==> config.mk <==
export PLATFORM = sky130hd
export DESIGN_NAME = exec_issue
export DESIGN_NICKNAME = d
export VERILOG_FILES = /design/src/logic/rv_exec_pkg.sv /design/src/logic/exec_issue.sv
export SDC_FILE = /design/constraint.sdc
export NUM_CORES = 1
export LEC_CHECK = 0
export ABC_AREA = 1
export BUFFER_PORTS_ARGS = -buffer_cell sky130_fd_sc_hd__buf_4
export CORE_AREA = 2 2 193 195
export DETAILED_ROUTE_END_ITERATION = 10
export DIE_AREA = 0 0 195 197
export GPL_TIMING_DRIVEN = 0
export SLEW_MARGIN = 20
export SYNTH_ARGS = -nofsm -noshare
export SYNTH_HDL_FRONTEND = slang
export SYNTH_SLANG_ARGS = --single-unit
export TNS_END_PERCENT = 100
==> constraint.sdc <==
create_clock -name i_clk -period 14.8 [get_ports i_clk]
set_input_delay 1.48 -clock i_clk [delete_from_list [all_inputs] [get_ports i_clk]]
set_output_delay 1.48 -clock i_clk [all_outputs]
set_load 0.02 [all_outputs]
==> src/logic/rv_exec_pkg.sv <==
package rv_exec_pkg;

    localparam int   XLEN              = 32;
    localparam int   IADDR_BITS        = 32;
    localparam logic BRANCH_PREDICTION = 1'b1;
    localparam logic EXT_ZICSR         = 1'b1;

    // Integer view of the sub-operation word
    typedef struct packed {
        logic       muldiv;
        logic       neg;                    // Subtract, or arithmetic right shift
        logic       inv;                    // Inverts eq, lts and ltu
        logic [2:0] sel;
    } int_ctl_t;

    // Multiply/divide view of the same word
    typedef struct packed {
        logic       muldiv;
        logic       sgn2;                   // Op2 is signed
        logic       sgn1;                   // Op1 is signed
        logic [2:0] sel;
    } md_ctl_t;

    typedef union packed {
        int_ctl_t int_ctl;
        md_ctl_t  md_ctl;
    } alu_sub_t;

    typedef struct packed {
        logic pc_next;                      // Result is the link address
        logic mem;                          // Carried on to the load stage
    } res_src_t;

    typedef struct packed {
        logic [XLEN-1:0]       op1;
        logic [XLEN-1:0]       op2;
        alu_sub_t              alu_sub;
        logic [2:0]            funct3;
        logic [4:0]            rd;
        logic                  reg_write;
        logic                  store;
        logic                  jal_jalr;
        logic                  branch;
        logic [IADDR_BITS-1:0] pc;
        logic [IADDR_BITS-1:0] pc_next;
        logic [IADDR_BITS-1:0] pc_target;
        logic                  branch_pred;
        res_src_t              res_src;
        logic [XLEN-1:0]       reg_data2;
        logic                  csr_read;
        logic [XLEN-1:0]       csr_data;
        logic                  to_trap;
    } exec_req_t;

    typedef struct packed {
        logic [XLEN-1:0]       result;
        logic [XLEN-1:0]       add;
        logic [4:0]            rd;
        logic                  reg_write;
        logic                  store;
        logic [XLEN-1:0]       wdata;
        logic [3:0]            wsel;
        logic [2:0]            funct3;
        res_src_t              res_src;
        logic [IADDR_BITS-1:0] pc;
        logic                  to_trap;
    } exec_res_t;

    // Branch inputs handed from the ALU stage to the branch unit
    typedef struct packed {
        logic                  jal_jalr;
        logic                  branch;
        logic                  branch_pred;
        logic [IADDR_BITS-1:0] pc_target;
        logic [IADDR_BITS-1:0] pc_next;
        logic [2:0]            funct3;
    } branch_ctl_t;

    typedef struct packed {
        logic                  pc_select;
        logic [IADDR_BITS-1:0] target;
    } redirect_t;

endpackage

==> src/logic/exec_issue.sv <==
`timescale 1ns/10ps

module exec_issue
(
    input  wire                     i_clk,
    input  wire                     i_reset,
    input  wire                     i_flush,
    input  wire                     i_req,
    input  rv_exec_pkg::exec_req_t  i_issue,
    output logic                    o_ack,
    output logic                    o_valid,
    output rv_exec_pkg::exec_req_t  o_bundle
);

    logic                   ack_q;
    logic                   valid_q;
    logic                   take;
    rv_exec_pkg::exec_req_t bundle_q;

    assign take = i_req && !ack_q;              // New request while idle

    // Ack drops one edge after req is seen low
    always_ff @(posedge i_clk)
    begin
        if (i_reset)
        begin
            ack_q <= 1'b0;
        end
        else if (take)
        begin
            ack_q <= 1'b1;
        end
        else if (!i_req)
        begin
            ack_q <= 1'b0;
        end
    end

    always_ff @(posedge i_clk)
    begin
        if (i_reset || i_flush)
        begin
            valid_q <= 1'b0;
        end
        else
        begin
            valid_q <= take;                    // One strobe per handshake
        end
    end

    always_ff @(posedge i_clk)
    begin
        if (take)
        begin
            bundle_q <= i_issue;
        end
    end

    assign o_ack    = ack_q;
    assign o_valid  = valid_q;
    assign o_bundle = bundle_q;

endmodule

# [Yosys cells after proc, flatten, opt, wreduce, memory -nomap -nowiden]
# Cells that the tools add are included.
# W data, S select, Z words.
[totals] output_inout_bits=249 reg_bits=249 elab_cells=27
[op_classes] reduce_logical=3 muxes=2 eq_ne=1
[op_table] operator="$mux W1" count=2
[op_table] operator="$ne A2 B1 Y1 const B" count=1
[op_table] operator="$logic_and A1 B1 Y1" count=1
[op_table] operator="$logic_not A1 Y1" count=1
[op_table] operator="$logic_or A1 B1 Y1" count=1

# [Logic depth before layout (Yosys ltp)]
[depth] ltp_word=3 depth_mapped=3

# [Least setup slack after synthesis]
# OpenSTA, ideal clock, no wires.
[synth_path] kind="input to register" from="input i_req" to="register bundle_q (netlist bit o_bundle[0]), enable pin" path_slack_ps=2096 stages=2 arrival_time_ps=11838 setup_ps=866 path_cell_list="inv_1 > nor2_1"
[synth_via] elab_chain_len=1
[synth_rtl] item="start, declared" line_no="exec_issue.sv:8" text="input wire i_req,"
[synth_rtl] item="$logic_and A1 B1 Y1" line_no="exec_issue.sv:20" text="assign take = i_req && !ack_q;"
[synth_rtl] item="net take" line_no="exec_issue.sv:17" text="logic take;"
[synth_rtl] item="end signal, assigned" line_no="exec_issue.sv:55" text="bundle_q <= i_issue;"
[synth_rtl] item="end, declared" line_no="exec_issue.sv:18" text="rv_exec_pkg::exec_req_t bundle_q;"
# The timed path passes the listed nets, and every way through them passes these cells.
# A chain may end at the register's enable or synchronous reset.

# [Worst setup path after layout]
[layout_path] from="register bundle_q (netlist bit o_bundle[61])" to="output o_bundle[61] (netlist bit)"
[layout_lines] item="end, declared" line_no="exec_issue.sv:12" text="output rv_exec_pkg::exec_req_t o_bundle"
# No word-level cell between the ends.

==> metrics.md <==
| Metric | Value |
|---|---|
| Crit. End Element | output pin |
| Root buf cell | clkbuf_16 |
| Share of layout cells above drive strength 1 | 67.2% |
| Maxcap violations | 0 |
| Max Buffers Root-to-Sink | 3 |
| Total congestion overflow | 0 |
| Min Hold Slack | 587 ps |
| Final min period | 2650 ps |
| Largest net degree at the start of global routing | 31 |
| Flop pwr share | 49.5% |
| Post-route worst setup slack | 12150 ps |
| CP Buf/Inv Count | 1 |
| WS Path Type | flip-flop to output pin |
| Clock sink count | 249 |
| Placeable Area | 0.0363 mm2 |
| Slew HR | 62.1% |
| Slowest CP cell | edfxtp_1 |
| Num CTS Buffers | 28 |
| Post-CTS Hold Buffers | 0 |
| Most frequent cells in the layout | 499 x buf_4, 247 x edfxtp_1, 29 x clkbuf_16 |
| # DRC | 0 |
| Synthesized flop and latch total | 249 |
| Final WL | 22700 um |
| Comb power frac | 11.0% |
| GP Congestion | 0.732 |
| Die footprint | 0.0384 mm2 |
| Top cell family by delay on the critical path | flip-flops |
| Crit path cell chain | buf_4 |
| IO Port Bufs | 499 |
| Most common cell after layout, fill and taps aside | buf_4 |
| Fin nets | 1049 |
| FMAX | 378 MHz |
| Critical Path AT | 1170 ps |
| Post-synthesis sequential area ratio | 99.5% |
| Synthesis warning total | 0 |
| Placed insts | 1236 |
| Post_cts resized | 0 |
| Net load switching power | 377 uW |
| Initial antenna violation count | 1 |
| Worst Hold Class | flip-flop to flip-flop |
| Total power | 1.68 mW |
| Setup slack after placement | 11730 ps |
| CTS tree | yes |
| Synth Net Count | 509 |
| Clock slew at reported path FFs | 60 ps |
| Post-DP HPWL | 17700 um |
| Initial core utilization | 20.7% |
| WL/cell | 17.6 um |
| Peak supply drop | 0.0936 mV |
| Slew @ Worst Pin | 568 ps |
| Via count | 4734 |
| Vias in the first global route | 4977 |
| CP required | 13320 ps |
| Final Hold Viols | 0 |
| Unique masters post-synth | 5 |
| Clk network pwr share | 39.5% |
| Post-Syn Instances | 258 |
| Fillers | 3428 |
| Layout Cells excl Fill | 1287 |
| Power Density | 130 mW/mm2 |
| Switching part of the total | 22.4% |
| Area added between synthesis and finish | 73.4% |
| Status | complete, no violations |
| Antenna diodes | 0 |
| CP Launch Type | flip-flop |
| Via density | 3.68 |
| Peak fanout along the critical path | 1 |
| Endpoints failing setup | 0 |
| Row cnt | 70 |
| RSZ-0062 raised after global routing | false |
| Initial drt markers | 171 |
| Storage element area | 0.00746 mm2 |
| Die W | 195 um |
| # IOs | 500 |
| Pre-antenna DRT Iters | 4 |
| Multi-input combinational cell area | 22.5 um2 |
| Slew Viols, Final | 0 |
| Layout Skew | 8.41 ps |
| Tot GR Track Use | 11.1% |
| Synthesized area per cell | 29.0 um2 |
| Period utilisation layout | 17.9% |
| Post-CTS Setup Bufs | 0 |
| First-pass GRT wire length | 31500 um |
| CTS H-tree depth | 1 |
| Clk_lat worst skew | 540 ps |
| Int Pwr | 1.31 mW |
| Synthesized cell area | 0.00749 mm2 |
| Die H | 197 um |
| Final ANT Viol Nets | 0 |
| Leakage Power | 5.37 nW |
| Slowest stage delay, CP | 440 ps |
-- metrics by stage --
stage               util [%]  cell area, um2  setup TNS, ps
finish                  35.8           13000              0
global route            35.8           13000              0
CTS                     35.8           13000              0
detailed placement      33.4           12100              0
global placement        32.6           11800        -657380
floorplan                  -            7490              0
-- final timing paths --
| kind | startpoint | end | slack [ps] | depth (start not counted) |
|---|---|---|---|---|
| min | o_ack | o_valid | 590 | 3 |
| max | o_bundle[61] | o_bundle[61] | 12150 | 1 |
| max reg2reg | o_ack | o_bundle[219] | 13000 | 4 |
| min reg2reg | o_ack | o_valid | 590 | 3 |
-- routing by layer --
metal,track usage (%),share of wire [%]
met3,5.72,12
met2,19.1,51
met4,2.83,1.9
met1,12.1,35
met5,0,0.053
-- cell type report --
class / count / share of cell area [%]
sequential: 249 / 57.4
inverter: 5 / 0.145
clock inverter: 10 / 0.636
multi-input combinational: 4 / 0.173
clock buffer: 41 / 6.17
timing repair buffer: 510 / 30.9
tap: 468 / 4.51
-- registers in the layout (all words and copies together), names as in the netlist --
name	flops
o_bundle	247
o_valid	1
o_ack	1
-- power by group through the flow --
stage	registers, mW	clock network (mW)	logic [mW]
floorplan	0.910	0	0.0119
global placement	0.869	0	0.174
detailed placement	0.849	0	0.188
CTS	0.834	0.693	0.188
global route	0.837	0.719	0.195
finish	0.834	0.664	0.185
-- logic make-up (layout without fill, tap and decap cells) --
kind of cell           Yosys count  after routing  share of synthesized area (%)
DFF                            249            249                           99.5
buffers and inverters            5            566                          0.251
and+or+nand+nor                  4              4                          0.201
-- synthesized netlist by cell type --
cell | count | area (um2)
edfxtp_1 | 247 | 7420
nand2_1 | 2 | 7.51
nor2_1 | 2 | 7.51
inv_1 | 5 | 18.8
dfxtp_1 | 2 | 40.0
Power figures use the tool's default switching activity.
