<file path="config.mk">
export PLATFORM = sky130hd
export DESIGN_NAME = exec_store_fmt
export DESIGN_NICKNAME = d
export VERILOG_FILES = /design/src/logic/rv_exec_pkg.sv /design/src/logic/exec_store_fmt.sv
export SDC_FILE = /design/constraint.sdc
export NUM_CORES = 1
export LEC_CHECK = 0
export BUFFER_PORTS_ARGS = -buffer_cell sky130_fd_sc_hd__buf_4
export CORE_MARGIN = 2
export CORE_UTILIZATION = 33
export DETAILED_ROUTE_END_ITERATION = 8
export PLACE_DENSITY = 0.85
export SLEW_MARGIN = 20
export SYNTH_ARGS = -nofsm -noshare
export SYNTH_HDL_FRONTEND = slang
export SYNTH_SLANG_ARGS = --single-unit
</file>
<file path="constraint.sdc">
create_clock -name vclk -period 1.07
set_input_delay 0 -clock vclk [all_inputs]
set_output_delay 0 -clock vclk [all_outputs]
set_load 0.05 [all_outputs]
</file>
<file path="src/logic/rv_exec_pkg.sv">
package rv_exec_pkg;

    localparam int   XLEN              = 32;
    localparam int   IADDR_BITS        = 32;
    localparam logic BRANCH_PREDICTION = 1'b1;
    localparam logic EXT_ZICSR         = 1'b1;

    // Integer view of the sub-operation word
    typedef struct packed {
        logic       muldiv;
        logic       neg;                    // Subtract, or arithmetic right shift
        logic       inv;                    // Inverts eq, lts and ltu
        logic [2:0] sel;
    } int_ctl_t;

    // Multiply/divide view of the same word
    typedef struct packed {
        logic       muldiv;
        logic       sgn2;                   // Op2 is signed
        logic       sgn1;                   // Op1 is signed
        logic [2:0] sel;
    } md_ctl_t;

    typedef union packed {
        int_ctl_t int_ctl;
        md_ctl_t  md_ctl;
    } alu_sub_t;

    typedef struct packed {
        logic pc_next;                      // Result is the link address
        logic mem;                          // Carried on to the load stage
    } res_src_t;

    typedef struct packed {
        logic [XLEN-1:0]       op1;
        logic [XLEN-1:0]       op2;
        alu_sub_t              alu_sub;
        logic [2:0]            funct3;
        logic [4:0]            rd;
        logic                  reg_write;
        logic                  store;
        logic                  jal_jalr;
        logic                  branch;
        logic [IADDR_BITS-1:0] pc;
        logic [IADDR_BITS-1:0] pc_next;
        logic [IADDR_BITS-1:0] pc_target;
        logic                  branch_pred;
        res_src_t              res_src;
        logic [XLEN-1:0]       reg_data2;
        logic                  csr_read;
        logic [XLEN-1:0]       csr_data;
        logic                  to_trap;
    } exec_req_t;

    typedef struct packed {
        logic [XLEN-1:0]       result;
        logic [XLEN-1:0]       add;
        logic [4:0]            rd;
        logic                  reg_write;
        logic                  store;
        logic [XLEN-1:0]       wdata;
        logic [3:0]            wsel;
        logic [2:0]            funct3;
        res_src_t              res_src;
        logic [IADDR_BITS-1:0] pc;
        logic                  to_trap;
    } exec_res_t;

    // Branch inputs handed from the ALU stage to the branch unit
    typedef struct packed {
        logic                  jal_jalr;
        logic                  branch;
        logic                  branch_pred;
        logic [IADDR_BITS-1:0] pc_target;
        logic [IADDR_BITS-1:0] pc_next;
        logic [2:0]            funct3;
    } branch_ctl_t;

    typedef struct packed {
        logic                  pc_select;
        logic [IADDR_BITS-1:0] target;
    } redirect_t;

endpackage

</file>
<file path="src/logic/exec_store_fmt.sv">
`timescale 1ns/10ps

module exec_store_fmt
(
    input  wire [2:0]                       i_funct3,
    input  wire [1:0]                       i_addr_lo,
    input  wire [rv_exec_pkg::XLEN-1:0]     i_reg_data2,
    output logic [rv_exec_pkg::XLEN-1:0]    o_wdata,
    output logic [3:0]                      o_wsel
);

    always_comb
    begin
        case (i_funct3[1:0])
            2'b00:   o_wdata = {4{i_reg_data2[7:0]}};
            2'b01:   o_wdata = {2{i_reg_data2[15:0]}};
            default: o_wdata = i_reg_data2;
        endcase
    end

    always_comb
    begin
        case (i_funct3[1:0])
            2'b00:
            begin
                o_wsel = 4'b0001 << i_addr_lo;      // One lane per byte address
            end
            2'b01:
            begin
                o_wsel = i_addr_lo[1] ? 4'b1100 : 4'b0011;
            end
            default:
            begin
                o_wsel = 4'b1111;
            end
        endcase
    end

endmodule

</file>
; Word level (Yosys, flattened, before mapping)
; Cells that the tools add are included.
[op_classes]
addsub = 0
mul = 0
n_div = 0
magnitude_cmp = 0
n_eq_ne = 1
shifts = 1
muxes = 3
bitwise_logic = 0
n_reduce_logical = 1
[ops]
columns = cell, n
row1 = $pmux W32 S2, 1
row2 = $pmux W4 S2, 1
row3 = $mux W4, 1
row4 = $shl A1 B2 Y4 const A, 1
row5 = $eq A2 B1 Y1 const B, 1
row6 = $logic_not A2 Y1, 1
[word_totals]
regBits = 0
latchBits = 0
ram_bits = 0
rom_bits = 0
output_inout_bits = 36
elab_cells = 6
memories = 0

; Depth between registers and ports, before layout
[depth]
word_depth = 2
ltp_mapped = 4
depth_no_buf = 2

; Least setup slack after synthesis
; No wires, ideal clock.
[synth_timing]
path_type = input-to-output
startpoint = in i_funct3[0]
endpoint = out o_wsel[1]
arrival_time_ps = 933
path_slack_ps = 137
cell_stages = 3
n_path_buf = 1
path_cell_list = buf_6 -> nor2_1 -> o21bai_1
[synth_via]
elab_chain_len = 2
[synth_rtl]
columns = item, line_no
row1 = start: declaration, exec_store_fmt.sv:5  ; input wire [2:0] i_funct3,
row2 = $eq A2 B1 Y1 / $logic_not A2 Y1 (equally long branches), exec_store_fmt.sv:23  ; case (i_funct3[1:0])
row3 = $pmux W4 S2 (*), exec_store_fmt.sv:23
row4 = end: declaration, exec_store_fmt.sv:9  ; output logic [3:0] o_wsel
; Every way passes the cells marked *; elsewhere a longest branch is shown, timed or not.

; Worst setup path in the final report
[layout_timing]
startpoint = in i_funct3[1]
endpoint = out o_wdata[13] in the netlist's numbering
[layout_via]
elab_chain_len = 2
[layout_rtl]
columns = item, line_no
row1 = $eq A2 B1 Y1 / $logic_not A2 Y1 (equally long branches), exec_store_fmt.sv:14  ; case (i_funct3[1:0])
row2 = $pmux W32 S2 (*), exec_store_fmt.sv:14
row3 = end: declaration, exec_store_fmt.sv:8  ; output logic [rv_exec_pkg::XLEN-1:0] o_wdata,
; Marks and branches as above.

==> out/results.txt <==
The cell count after synthesis came out at 60. The post-synth design cell area is 532 sq um, and the final sum of negative setup slack is 0 ns. The share of synthesized area occupied by flip-flops and latches is 0%, and the final cycle utilization of the critical path is 88.4%. Launch point of the worst path: i_funct3[1].

For the worst setup path, the data required time is 1.07 ns. The number of diodes is 0, and the minimum period implied by the final worst setup slack is 0.946 ns. For the pin with the worst max-slew slack, the measured transition is 0.272 ns. The most common cell after layout, fill and taps aside was buf_4. The run finished with clean final reports.

Number of distinct library cells after synthesis: 13. For the post-CTS setup repair buffer count, the log shows 0. Walking the worst path, the cells encountered are buf_4 -> nor2_4 -> mux2_2 -> buf_4.

Sequential cell area in the final layout: 0 sq um. The number of global-route vias before repair is 599, and the number of synthesis warnings is 0. VDD sags by at most 364 uV. Excluding fillers, the count of instances in the completed layout stands at 138. In this run the core area contains 14 standard-cell rows.

The chip height was 44.1 microns; the relative slew slack was 81.8%. The cell at the slowest stage of the critical path is mux2_2. Counting every net in the synthesized netlist gives 97. Basic-gate share of the synthesized area counting and, or, nand and nor cells: 11.1%. In the final routed layout, each cell accounts on average for 12.6 microns. The cell that appears most often on the critical path is buf_4. In this run the tool buffered the top-level ports with 72 buffer cells.

In this run the most critical hold path is launched from i_reg_data2[1]. The first global-routing pass estimated 2.58 mm of wire. The tools report the area of the placeable core as 0.00151 sq mm.

The run gives 0 as the count of pins over their slew limit. In this run, placement finished with an instance count of 138. The startpoint kind of the worst setup timing path was an input pin.

The total die area is 0.00195 sq mm, and the maximum number of pins on one net before global-route repair is 29. Kind of critical path: input pin to output port. The via-per-instance ratio came out at 4.90. Leaving out fill and tap cells, the most frequent cells in the layout are 73 x buf_4, 16 x mux2_2, 8 x mux2i_1, 8 x nand2_1, 8 x o21ai_2. The tools report the highest achievable clock rate as 1060 MHz. In this run the count of I/O pins placed on the die edge is 73.

The synthesized netlist devotes 0% of its cell area to XOR and XNOR gates. The total of hold buffers inserted after clock tree synthesis is 0. The logs give 0 for the number of remaining DRC errors and 2 for the number of design-rule violations left by the first detailed-router iteration. The average cell area after synthesis is 8.86 sq um. The tools report the number of clock buffer instances in the layout as 0.

Summing the areas of all compound-gate instances in the mapped netlist gives 18.8% of the synthesized area. The critical path arrival is 0.95 ns, and the cell depth of the worst hold path is 2. For the last weighted congestion value of the routability-driven placer, the log shows 0.636. The dominant combinational cell family by area after synthesis is multiplexers. The routed layout has 676 vias.

In this run the static leakage power is 0.543 nW. Max-cap violations in this run came to 0. Of the cells placed in the final design, the portion with a size suffix greater than 1 is 82.0%. The quantity of gates resized following cts was 0; the maximum fanout count along the critical path was 8. There are 0 flip-flops and latches. The final net count was 161.

The layout has 139 filler cells. The tools report the initial antenna violation count as 0. Summed over all layers, the routed wires come to 1.75 mm.

Before antenna repair, the detailed router went through 4 iterations. The setup-violating endpoint count in the final report is 0. The number of routed nets with antenna violations is 0, and the delay of the slowest cell on the worst path is 0.37 ns. The initial core utilization is 35.3%, and the final count of hold timing violations is 0. Of the total synthesized cell area, the portion taken by full adders, half adders and majority gates is 0%.

The area growth from synthesis to layout is 90.1%. The die width is 44.1 microns. In the synthesized netlist, mux cells make up 48.9% of the area.

The global-route usage over all layers came out at 16.5%. For the placed wire-length estimate, the log shows 1.47 mm. STA classifies the critical path endpoint as an output port. Power spread over the standard cell area amounts to 796 mW/mm^2. The worst hold path belongs to the class input pin to output port.

Setup repair after global routing left no endpoint under its margin. Summed over all layers, the global routing overflow is 0.
-- cell type report --
cell class	instances	area, sq um	share of cell area, %
Tap cell	16	20.0	1.98
Inverter	1	3.75	0.371
Multi-Input combinational cell	47	419	41.5
Timing Repair Buffer	74	568	56.2
-- cells by family (layout without fill, tap and decap cells) --
logic type,Yosys count,after routing
AND/OR/NAND/NOR,11,11
buffers and inverters,13,75
AO/OA/AOI/OAI,12,12
multiplexers,24,24
-- cell usage after synthesis --
| master | count | area share (%) |
|---|---|---|
| buf_6 | 3 | 6.4 |
| o21ai_2 | 8 | 13 |
| mux2_2 | 16 | 34 |
| nand2_1 | 8 | 5.6 |
| o21bai_1 | 2 | 2.8 |
| nor2_1 | 1 | 0.71 |
| a21o_1 | 2 | 2.8 |
| nor2_4 | 1 | 2.1 |
| mux2i_1 | 8 | 15 |
| buf_8 | 1 | 2.8 |
| inv_1 | 1 | 0.71 |
| buf_4 | 8 | 11 |
| nand2b_4 | 1 | 2.6 |
-- power by group --
part           leakage, nW  internal (mW)  total, mW  switching, mW
Combinational        0.543          0.301      0.804          0.503
Sequential               0              0          0              0
Clock                    0              0          0              0
Total                0.543          0.301      0.804          0.503
-- worst max-delay path: cells and delay by family --
kind | cells | cell delay (ns)
multiplexers | 1 | 0.37
buffers and inverters | 2 | 0.32
AND/OR/NAND/NOR | 1 | 0.25
-- routing by layer --
metal / vias to the layer above / track usage (%) / part of all wire (%)
li1: 336 / - / -
met1: 294 / 17.3 / 33
met2: 44 / 33.5 / 54
met3: 2 / 3.27 / 12
met4: 0 / 2.42 / 0.69
met5: - / 0 / 0
-- final timing paths --
| path | endpoint | slack [ns] |
|---|---|---|
| worst max-delay path | o_wdata[13] | 0.12 |
| worst min-delay path | o_wdata[1] | 0.28 |
-- stage by stage --
| step | setup WS [ns] | hold slack (ns) | util [%] | cell area, sq um | power (mW) |
|---|---|---|---|---|---|
| finish | 0.124 | 0.279 | 67.1 | 1010 | 0.804 |
| CTS | 0.121 | 0.281 | 67.1 | 1010 | 0.810 |
| global route | 0.0913 | 0.290 | 67.1 | 1010 | 0.840 |
| detailed placement | 0.124 | 0.280 | 67.1 | 1010 | 0.809 |
| floorplan | 0.137 | 0.167 | - | 532 | 0.552 |
| global placement | 0.129 | 0.278 | 67.1 | 1010 | 0.798 |
Power figures use the tool's default switching activity.
