File: src/logic/rv_exec_pkg.sv
package rv_exec_pkg;

    localparam int   XLEN              = 32;
    localparam int   IADDR_BITS        = 32;
    localparam logic BRANCH_PREDICTION = 1'b1;
    localparam logic EXT_ZICSR         = 1'b1;

    // Integer view of the sub-operation word
    typedef struct packed {
        logic       muldiv;
        logic       neg;                    // Subtract, or arithmetic right shift
        logic       inv;                    // Inverts eq, lts and ltu
        logic [2:0] sel;
    } int_ctl_t;

    // Multiply/divide view of the same word
    typedef struct packed {
        logic       muldiv;
        logic       sgn2;                   // Op2 is signed
        logic       sgn1;                   // Op1 is signed
        logic [2:0] sel;
    } md_ctl_t;

    typedef union packed {
        int_ctl_t int_ctl;
        md_ctl_t  md_ctl;
    } alu_sub_t;

    typedef struct packed {
        logic pc_next;                      // Result is the link address
        logic mem;                          // Carried on to the load stage
    } res_src_t;

    typedef struct packed {
        logic [XLEN-1:0]       op1;
        logic [XLEN-1:0]       op2;
        alu_sub_t              alu_sub;
        logic [2:0]            funct3;
        logic [4:0]            rd;
        logic                  reg_write;
        logic                  store;
        logic                  jal_jalr;
        logic                  branch;
        logic [IADDR_BITS-1:0] pc;
        logic [IADDR_BITS-1:0] pc_next;
        logic [IADDR_BITS-1:0] pc_target;
        logic                  branch_pred;
        res_src_t              res_src;
        logic [XLEN-1:0]       reg_data2;
        logic                  csr_read;
        logic [XLEN-1:0]       csr_data;
        logic                  to_trap;
    } exec_req_t;

    typedef struct packed {
        logic [XLEN-1:0]       result;
        logic [XLEN-1:0]       add;
        logic [4:0]            rd;
        logic                  reg_write;
        logic                  store;
        logic [XLEN-1:0]       wdata;
        logic [3:0]            wsel;
        logic [2:0]            funct3;
        res_src_t              res_src;
        logic [IADDR_BITS-1:0] pc;
        logic                  to_trap;
    } exec_res_t;

    // Branch inputs handed from the ALU stage to the branch unit
    typedef struct packed {
        logic                  jal_jalr;
        logic                  branch;
        logic                  branch_pred;
        logic [IADDR_BITS-1:0] pc_target;
        logic [IADDR_BITS-1:0] pc_next;
        logic [2:0]            funct3;
    } branch_ctl_t;

    typedef struct packed {
        logic                  pc_select;
        logic [IADDR_BITS-1:0] target;
    } redirect_t;

endpackage

File: src/logic/exec_branch.sv
`timescale 1ns/10ps

module exec_branch
(
    input  rv_exec_pkg::branch_ctl_t                i_ctl,
    input  wire                                     i_eq,
    input  wire                                     i_lts,
    input  wire                                     i_ltu,
    input  wire [rv_exec_pkg::IADDR_BITS-1:0]       i_fetch_pc,
    output rv_exec_pkg::redirect_t                  o_redirect
);

    logic cond;
    logic taken;
    logic pred_ok;

    // Bit 0 of funct3 is already folded into the inv control
    always_comb
    begin
        case (i_ctl.funct3[2:1])
            2'b00:   cond = i_eq;
            2'b10:   cond = i_lts;
            default: cond = i_ltu;
        endcase
    end

    assign taken = i_ctl.jal_jalr | (i_ctl.branch & cond);

    // Fetch already followed the predicted target
    assign pred_ok = rv_exec_pkg::BRANCH_PREDICTION & i_ctl.branch_pred &
                     (i_ctl.pc_target == i_fetch_pc);

    assign o_redirect.pc_select = taken ^ pred_ok;
    assign o_redirect.target    = pred_ok ? i_ctl.pc_next : i_ctl.pc_target;

endmodule

File: config.mk
export PLATFORM = sky130hd
export DESIGN_NAME = exec_branch
export DESIGN_NICKNAME = d
export VERILOG_FILES = /design/src/logic/rv_exec_pkg.sv /design/src/logic/exec_branch.sv
export SDC_FILE = /design/constraint.sdc
export NUM_CORES = 1
export LEC_CHECK = 0
export BUFFER_PORTS_ARGS = -buffer_cell sky130_fd_sc_hd__buf_2
export CAP_MARGIN = 20
export CORE_MARGIN = 2
export CORE_UTILIZATION = 28
export DETAILED_ROUTE_END_ITERATION = 6
export GPL_ROUTABILITY_DRIVEN = 0
export PLACE_DENSITY = 0.87
export SLEW_MARGIN = 10
export SYNTH_ARGS = -nofsm -noshare
export SYNTH_HDL_FRONTEND = slang
export SYNTH_SLANG_ARGS = --single-unit
File: constraint.sdc
create_clock -name vclk -period 2.11
set_input_delay 0.3165 -clock vclk [all_inputs]
set_output_delay 0.3165 -clock vclk [all_outputs]
set_load 0.02 [all_outputs]
# Word level (Yosys, flattened, before mapping)
# Cells that the tools add are included.
totals:
  register_bits: 0
  latchBits: 0
  ram_bits: 0
  romBits: 0
  in_bits: 105
  out_inout_bits: 33
  wordCells: 9
  n_memories: 0
op_classes:
  addsub: 0
  n_mul: 0
  div_mod_pow: 0
  order_cmp: 0
  eq_ne: 2
  n_shift: 0
  muxes: 2
  bitwise_logic: 4
  n_reduce_logical: 1
ops:
  columns: ["op", "n"]
  rows:
  - ["32-bit == test", 1]
  - ["32-bit two-way mux", 1]
  - ["1-bit AND", 2]
  - ["2-bit == test, second input constant", 1]
  - ["2-bit zero test", 1]
  - ["1-bit case mux with 2 select lines", 1]
  - ["1-bit bitwise OR", 1]
  - ["1-bit XOR", 1]

# Logic depth before layout (Yosys ltp)
# Gate-level depths: netlist (run 1).
depth:
  depth_word: 5
  depth_mapped: 7
  mapped_depth_nobuf: 5

# Least setup slack after synthesis (run 1)
# Ideal clock, no wire load.
synth_timing:
  kind: "input-to-output"
  start: "in i_fetch_pc[6] (netlist bit)"
  end: "out o_redirect[32] (netlist bit)"
  arrival_time_ns: 1.855
  required_ns: 1.794
  slack_ns: -0.062
  cell_stages: 7
  n_path_buf: 2
  cell_sequence: "xor2_1 -> nor4_1 -> nand4_1 -> or3_1 -> buf_6 -> buf_12 -> xor2_1"
synth_lines:
  columns: ["item", "line", "text"]
  rows:
  - ["start: declaration", "exec_branch.sv:9", "input wire [rv_exec_pkg::IADDR_BITS-1:0] i_fetch_pc,"]
  - ["end: declaration", "exec_branch.sv:10", "output rv_exec_pkg::redirect_t o_redirect"]

==> results.md, run 1 <==
- Most frequent cells in the layout: buf_2, xor2_1, mux2_4
- Chip width: 61.47 um
- Critical-path maximum fanout: 20
- Area Growth Syn to Fin: 96.75%
- Initial DRC count: 18
- Initial Util: between 20% and 30%
- Max stage delay cell, worst path: or3_4
- Nets: 340
- Hold WC Path Type: in2out
- Die Y: 61.47 um
- Period utilisation layout: 115.5%
- Max incr delay on CP: 370 ps
- Max-cap violations: 0
- FF+latch area: 0 um2
- First-pass GRT wire length: slightly below 4000 um
- GR Util All Layers: 12.79%
- Yosys cell types: 15
- Detailed-route via count: 1201
- Ports: around 140
- Final hold slack: 943.1 ps
- Final hold vios: 0
- Crit end category: output port
- Startpoint types: input pin
- Detailed Place HPWL: 2720 um
- Cts hold-fix bufs: 0
- Most common cell after layout, fill and taps aside: buf_2
- CLK BUF: 0
- Gate Count Post-Synth: between 80 and 90
- Leakage: 1.095 nW
- GR Overflow Total: 0
- Setup_tns: -10250 ps
- Initial antenna violation count: 0
- Slew @ Worst Pin: about 330 ps
- Pwr/cell area: around 180 nW/um2
- Post-route setup slack: -327.8 ps
- Delay-heaviest family, CP: simple AND/OR/NAND/NOR gates
- Rows: 20
- Post-Syn Area: 924.6 um2
- RSZ-0062 raised after global routing: yes
- Simple-Gate Fraction of Synth Area: 8.119%
- N_diodes: 0
- Worst EP arrival: 2120 ps
- Die ar.: 3778 um2
- Hold endpoint: o_redirect[6]
- Largest net degree at the start of global routing: 21
- DRC viols: 0
- HP Start: i_ctl[41]
- Largest family of logic cells by synthesized area: multiplexers
- Post-DR vias/cell: approximately 4.3
- Post-Route Utilization: 58.63%
- Outcome: finished with violations
- Max VDD drop: ~0.000096 V
- Core area: 3103 um2
- Pre-antenna DRT Iters: 4
- Hold-critical path depth: 3
- Vias in the first global route: 1072
- Min Tclk post-route: 2438 ps
- Average cell area after synthesis: 10.88 um2
- I/O Buffers: roughly 140
- Mapped Nets: 190
- Multiplexer share of the synthesized area: 51.83%
- Critical path, cell by cell: buf_6 > xor2_1 > nor4_2 > buf_4 > nand4_1 > or3_4 > buf_12 > mux2_4 > buf_2
- Crit path kind: in2out
- Max Slew Vio Count: 0
- CP required: approximately 1800 ps
- Failing checks: negative setup slack
- Post-synthesis adder-cell area fraction: 0%
- Bufs and invs on worst path: 4
- Share of cells above drive strength 1: 80.26%
- Syn. warnings: 0
- Power, Total: 0.3262 mW
- Post-DRT Antenna Nets: 0
- Pre-CTS setup slack: -596.5 ps
- WL final: 3045 um
- XOR/XNOR Fraction of Synth Area: 31.26%
- Final Setup Violations: 33
- Routed WL per cell: 10.99 um
- Max Fclk: 410.2 MHz
- FF+latch count: 0
- Rel. slew slack: 78.06%
- Sequential share of the synthesized area: 0%
- Post-synthesis compound-gate area fraction: roughly 1.1%
-- cells by family after synthesis --
| family | count (synthesis) |
|---|---|
| AO/OA/AOI/OAI | 2 |
| AND/OR/NAND/NOR | 13 |
| buffers and inverters | 4 |
| multiplexers | 33 |
| XOR/XNOR | 33 |
-- metal layers --
layer / global-route usage, % / part of all wire, % / routed length [um]
met3: 0.6303 / 14 / 417
met1: 13.18 / 33 / 1010
met5: 0 / 0 / 0
met2: 28.88 / 53 / 1617
met4: 0 / 0 / 0
-- report_power, final --
part / total [mW] / switching (mW) / internal [mW]
clock: 0 / 0 / 0
combinational: 0.326 / 0.137 / 0.189
sequential: 0 / 0 / 0
-- how the worst max path moves through the flow --
stage / from / to / slack [ps] / cells past startpoint
2_1_floorplan: i_fetch_pc[16] / o_redirect[22] / -5 / 7
3_3_place_gp: i_fetch_pc[17] / o_redirect[29] / -520 / 9
3_5_place_dp: i_fetch_pc[17] / o_redirect[30] / -600 / 9
4_1_cts: i_fetch_pc[6] / o_redirect[23] / -370 / 9
5_1_grt: i_fetch_pc[6] / o_redirect[12] / -400 / 9
6_report: i_fetch_pc[6] / o_redirect[2] / -330 / 9
-- area by class of cell --
cell class | count | area (um2)
fillers | 275 | 1284
well taps | 44 | 55.05
multi-input cells | 81 | 872.1
repair buffers | 152 | 892.1
-- through the flow --
stage | std cells | area, um2
floorplan | 85 | 932.1
global placement | 277 | 1728
detailed placement | 277 | 1728
CTS | 277 | 1779
global route | 277 | 1819
finish | 277 | 1819
-- Yosys cell counts (all sizes together) --
cell	number	area (um2)
nand3	2	10.01
a21oi	1	5.000
o21ai	1	5.000
mux2i	1	10.01
buf	4	71.32
xnor2	1	8.760
nand4	1	6.260
nor4	7	43.79
nor3	1	5.000
or3	1	6.260
xor2	32	280.3
mux2	32	469.2
nand2	1	3.750
-- worst min-delay path, cell delays in order --
cell and delay (ps):
buf_6 70, mux2_4 130, buf_6 110
-- what timing repair did --
| action | in CTS | in global routing |
|---|---|---|
| gates cloned | 0 | 0 |
| hold endpoints to repair | 0 | 0 |
| pin swaps | 1 | 0 |
| endpoints found under the setup margin | 33 | 33 |
| gates resized for setup | 13 | 13 |
| buffers inserted | 0 | 0 |
No activity file was read; power rests on OpenSTA's default activity.
==> run 2: changes to the inputs <==
==> constraint.sdc (replaced) <==
create_clock -name vclk -period 2.1
set_input_delay 0.315 -clock vclk [all_inputs]
set_output_delay 0.315 -clock vclk [all_outputs]
set_load 0.02 [all_outputs]
==> run 2 against run 1 <==
The run still ends with negative setup slack left; critical path depth unchanged; utilization increased by 0.73 points; wire length increased by 3.6%; power increased by 2.2%; largest cell class unchanged.
==> results.md, run 2 (same netlist as run 1, synthesis figures left out) <==
- Outcome: finished with violations
- Failing checks: negative setup slack
- Max VDD drop: 0.00009805 V
- Ports: 138
- Placed cell area: 1728 um2
- Crit path kind: in2out
- Max stage delay cell, worst path: or3_4
- Worst Setup EP: o_redirect[2]
- Busiest grt layer: met2
- Most common cell after layout, fill and taps aside: buf_2
- Met3 GRT Util: 1.261%
- Initial antenna violation count: 0
- Die ar.: 3778 um2
- Post-Route Utilization: 59.35%
- Max Fclk: slightly above 400 MHz
- Post-DRT Antenna Nets: 0
- Post-DR vias/cell: 4.375
- DRC viols: 0
- Detailed Place HPWL: 2856 um
- Die Y: 61.47 um
- GR Overflow Total: 0
- Pre-antenna DRT Iters: 2
- Chip width: 61.47 um
- Share of cells above drive strength 1: around 80%
- WL final: roughly 3200 um
- Detailed-route via count: 1212
- RSZ-0062 raised after global routing: yes
- Nets: 340
- Grt met2 use: 31.46%
- CP Launch Point: i_fetch_pc[6]
- Most frequent cells in the layout: buf_2, xor2_1, mux2_4
- Min Tclk post-route: 2420 ps
- Max incr delay on CP: 370 ps
- Vias in the first global route: roughly 1200
- Slew @ Worst Pin: about 290 ps
- Period utilisation layout: 115.2%
- Critical path, cell by cell: buf_6 > xor2_1 > nor4_1 > buf_4 > nand4_1 > or3_4 > buf_12 > mux2_4 > buf_2
- Setup bufs post-CTS: 0
- Setup_tns: -10030 ps
- Core area: 3103 um2
- Global-route track usage on met1: 14.68%
- N_diodes: 0
- Crit end category: output port
- Final Instance Area: 1842 um2
- Max-cap violations: 0
- Largest net degree at the start of global routing: 21
- FF+latch area: 0 um2
- FF+latch count: 0
- Startpoint types: input pin
- GR Util All Layers: roughly 14%
- Routed WL per cell: 11.39 um
- Hold WC Path Type: in2out
- CLK BUF: 0
- Rows: 20
- Post-route setup slack: -319.7 ps
- Final hold vios: 0
- Final hold slack: 941.0 ps
- Initial Util: 29.80%
- Final Setup Violations: 33
- Leakage: 1.104 nW
- Pwr/cell area: 180.9 nW/um2
- CP required: 1780 ps
- Rel. slew slack: 80.52%
- Critical-path maximum fanout: 20
- Max Slew Vio Count: 0
- I/O Buffers: roughly 140
- Fill cells: 280
- Area Growth Syn to Fin: 99.19%
- First-pass GRT wire length: 4209 um
- Worst EP arrival: 2100 ps
- Initial DRC count: 15
- Pre-CTS setup slack: -524.2 ps
-- run 2: changes by cell type in the layout (fill, tap and decap cells not counted) --
cell | previous run | this run
buf_6 | 13 | 18
nor4_1 | 6 | 7
nor4_2 | 1 | 0
buf_2 | 124 | 120
buf_4 | 14 | 13
-- run 2: repair_timing --
action	4_1_cts	5_1_grt
hold buffers	0	0
resized for setup	9	24
pin swaps	1	0
endpoints found under the setup margin	33	33
gates cloned	0	0
-- run 2: final cells by class --
type | count | area (um2) | area share (%)
repair buffers | 152 | 920.9 | 50.00
multi-input cells | 81 | 865.8 | 47.01
well taps | 44 | 55.05 | 2.989
-- run 2: worst max-delay path: cells and delay by family --
family | cells | cell delay [ps]
simple gates | 3 | 750
xor+xnor | 1 | 150
mux | 1 | 300
buf+inv | 4 | 590
-- run 2: report_power, final --
group	leakage [nW]	internal [mW]	switching, mW
combinational	1.10	0.195	0.138
clock	0	0	0
sequential	0	0	0
-- run 2: metal layers --
metal,routed length [um],vias to the layer above
met2,1717,84
li1,-,601
met4,0,0
met5,0,-
met3,400,0
met1,1035,527
-- run 2: worst min-delay path by stage --
stage / from / end / slack (ps) / depth (start not counted)
4_1_cts: i_ctl[27] / o_redirect[24] / 950 / 3
3_5_place_dp: i_ctl[34] / o_redirect[31] / 970 / 3
2_1_floorplan: i_ctl[45] / o_redirect[10] / 790 / 1
5_1_grt: i_ctl[41] / o_redirect[6] / 950 / 3
6_report: i_ctl[41] / o_redirect[6] / 940 / 3
3_3_place_gp: i_ctl[34] / o_redirect[31] / 970 / 3
-- run 2: per-stage QoR --
step / cells / power, mW
finish: 277 / 0.3333
global route: 277 / 0.3602
CTS: 277 / 0.3190
detailed placement: 277 / 0.3115
global placement: 277 / 0.3036
floorplan: 85 / 0.1418
==> run 3: changes to the inputs <==
--- a/config.mk
+++ b/config.mk
@@ -11,7 +11,7 @@
 export CORE_UTILIZATION = 28
 export DETAILED_ROUTE_END_ITERATION = 6
 export GPL_ROUTABILITY_DRIVEN = 0
-export PLACE_DENSITY = 0.87
+export PLACE_DENSITY = 0.8
 export SLEW_MARGIN = 10
 export SYNTH_ARGS = -nofsm -noshare
 export SYNTH_HDL_FRONTEND = slang
==> run 3 against run 2 <==
The run still ends with negative setup slack left; global-route usage down 0.31 points; combinational power about the same; hold slack is essentially flat; utilization down 0.56 points; largest power group unchanged; highest routed layer is now met4.
==> results.md, run 3 (same netlist as run 1, synthesis figures left out) <==
- Outcome: finished with violations
- Failing checks: negative setup slack
- Routed WL per cell: 11.75 um
- Detailed-route via count: 1216
- Met3 GRT Util: 1.681%
- Ports: ~140
- DRC viols: 0
- Die ar.: about 3800 um2
- Psw: 0.1408 mW
- Max Fclk: ~410 MHz
- Period utilisation layout: 114.9%
- First-pass GRT wire length: 4105 um
- Largest net degree at the start of global routing: 18
- Clk pwr share: 0%
- Busiest grt layer: met2
- Initial Util: just under 30%
- RSZ-0062 raised after global routing: yes
- Internal: 0.1900 mW
- Chip width: 61.47 um
- Setup bufs post-CTS: 0
- Post-DRT Antenna Nets: 0
- Final Setup Violations: 33
- I/O Buffers: 137
- Initial DRC count: 16
- Crit path kind: in2out
- Die Y: 61.47 um
- Area Growth Syn to Fin: 97.29%
- WL final: 3184 um
- Comb power frac: 100.0%
- Most common cell after layout, fill and taps aside: buf_2
- Max-cap violations: 0
- Grt met2 use: between 30% and 40%
- CP required: 1780 ps
- GR Util All Layers: 13.86%
- Post-route setup slack: -313.3 ps
- Pwr/cell area: 181.3 nW/um2
- Sw Ratio: 42.57%
- Max Slew Vio Count: 0
- Rel. slew slack: 82.29%
- Leakage: 1.083 nW
- Core area: 3103 um2
- Setup_tns: -9689 ps
- Most frequent cells in the layout: buf_2, xor2_1, mux2_4
- Register share of total power: 0%
- FF+latch count: 0
- Worst EP arrival: 2100 ps
- CLK BUF: 0
- Crit end category: output port
- Pre-CTS setup slack: -503.6 ps
- Global-route track usage on met1: 14.29%
- Initial antenna violation count: 0
- Post-DR vias/cell: 4.487
- Nets: 334
- Slew @ Worst Pin: 263.5 ps
- Hold WC Path Type: in2out
- Detailed Place HPWL: ~2800 um
- HP Start: i_ctl[52]
- Final hold vios: 0
- CP Launch Point: i_fetch_pc[17]
- Rows: 20
- GR Overflow Total: 0
- N_diodes: 0
- FF+latch area: 0 um2
- Min Tclk post-route: about 2400 ps
- Pre-antenna DRT Iters: 4
- Share of cells above drive strength 1: 80.18%
- Critical-path maximum fanout: 17
- Vias in the first global route: between 1000 and 1500
- Max VDD drop: 0.00009123 V
- Startpoint types: input pin
## run 3: area by class of cell
type	instances	area [um2]
Tap cell	44	55.05
Fill cell	301	1279
Multi-Input combinational cell	81	878.3
Timing Repair Buffer	146	890.9
## run 3: per-layer routing
metal,routed length (um),share of wire [%],vias to the layer above
li1,-,-,591
met1,996,31,537
met2,1762,55,86
met3,410,13,2
met4,15,0.47,0
met5,0,0,-
## run 3: through the flow
stage / util, % / instances / hold slack, ps / power, mW / instance area (um2)
after floorplan: - / 85 / 789.4 / 0.1418 / 932.1
after global placement: 54.64 / 271 / 970.1 / 0.2957 / 1695
after detailed placement: 54.64 / 271 / 973.9 / 0.3037 / 1695
after CTS: 56.37 / 271 / 943.2 / 0.3160 / 1749
after global routing: 58.79 / 271 / 949.8 / 0.3565 / 1824
final: 58.79 / 271 / 940.7 / 0.3308 / 1824
## run 3: worst max-delay path, cell delays in order
cell and delay, ps:
buf_6 90, xor2_1 140, nor4_1 270, buf_4 150, nand4_1 100, or3_4 380
buf_12 180, mux2_4 300, buf_2 160
## run 3: worst paths after layout
check / to / slack [ps] / depth (start not counted)
max: o_redirect[10] / -310 / 9
min: o_redirect[17] / 940 / 3
## run 3: timing repair
item                                    CTS  global route
hold buffers                              0             0
gates resized for setup                  13            23
pin swaps                                 0             0
endpoints found under the setup margin   33            33
## run 3: power groups by stage
stage | registers, mW | clock network, mW | logic, mW
floorplan | 0 | 0 | 0.142
global placement | 0 | 0 | 0.296
detailed placement | 0 | 0 | 0.304
CTS | 0 | 0 | 0.316
global route | 0 | 0 | 0.356
finish | 0 | 0 | 0.331
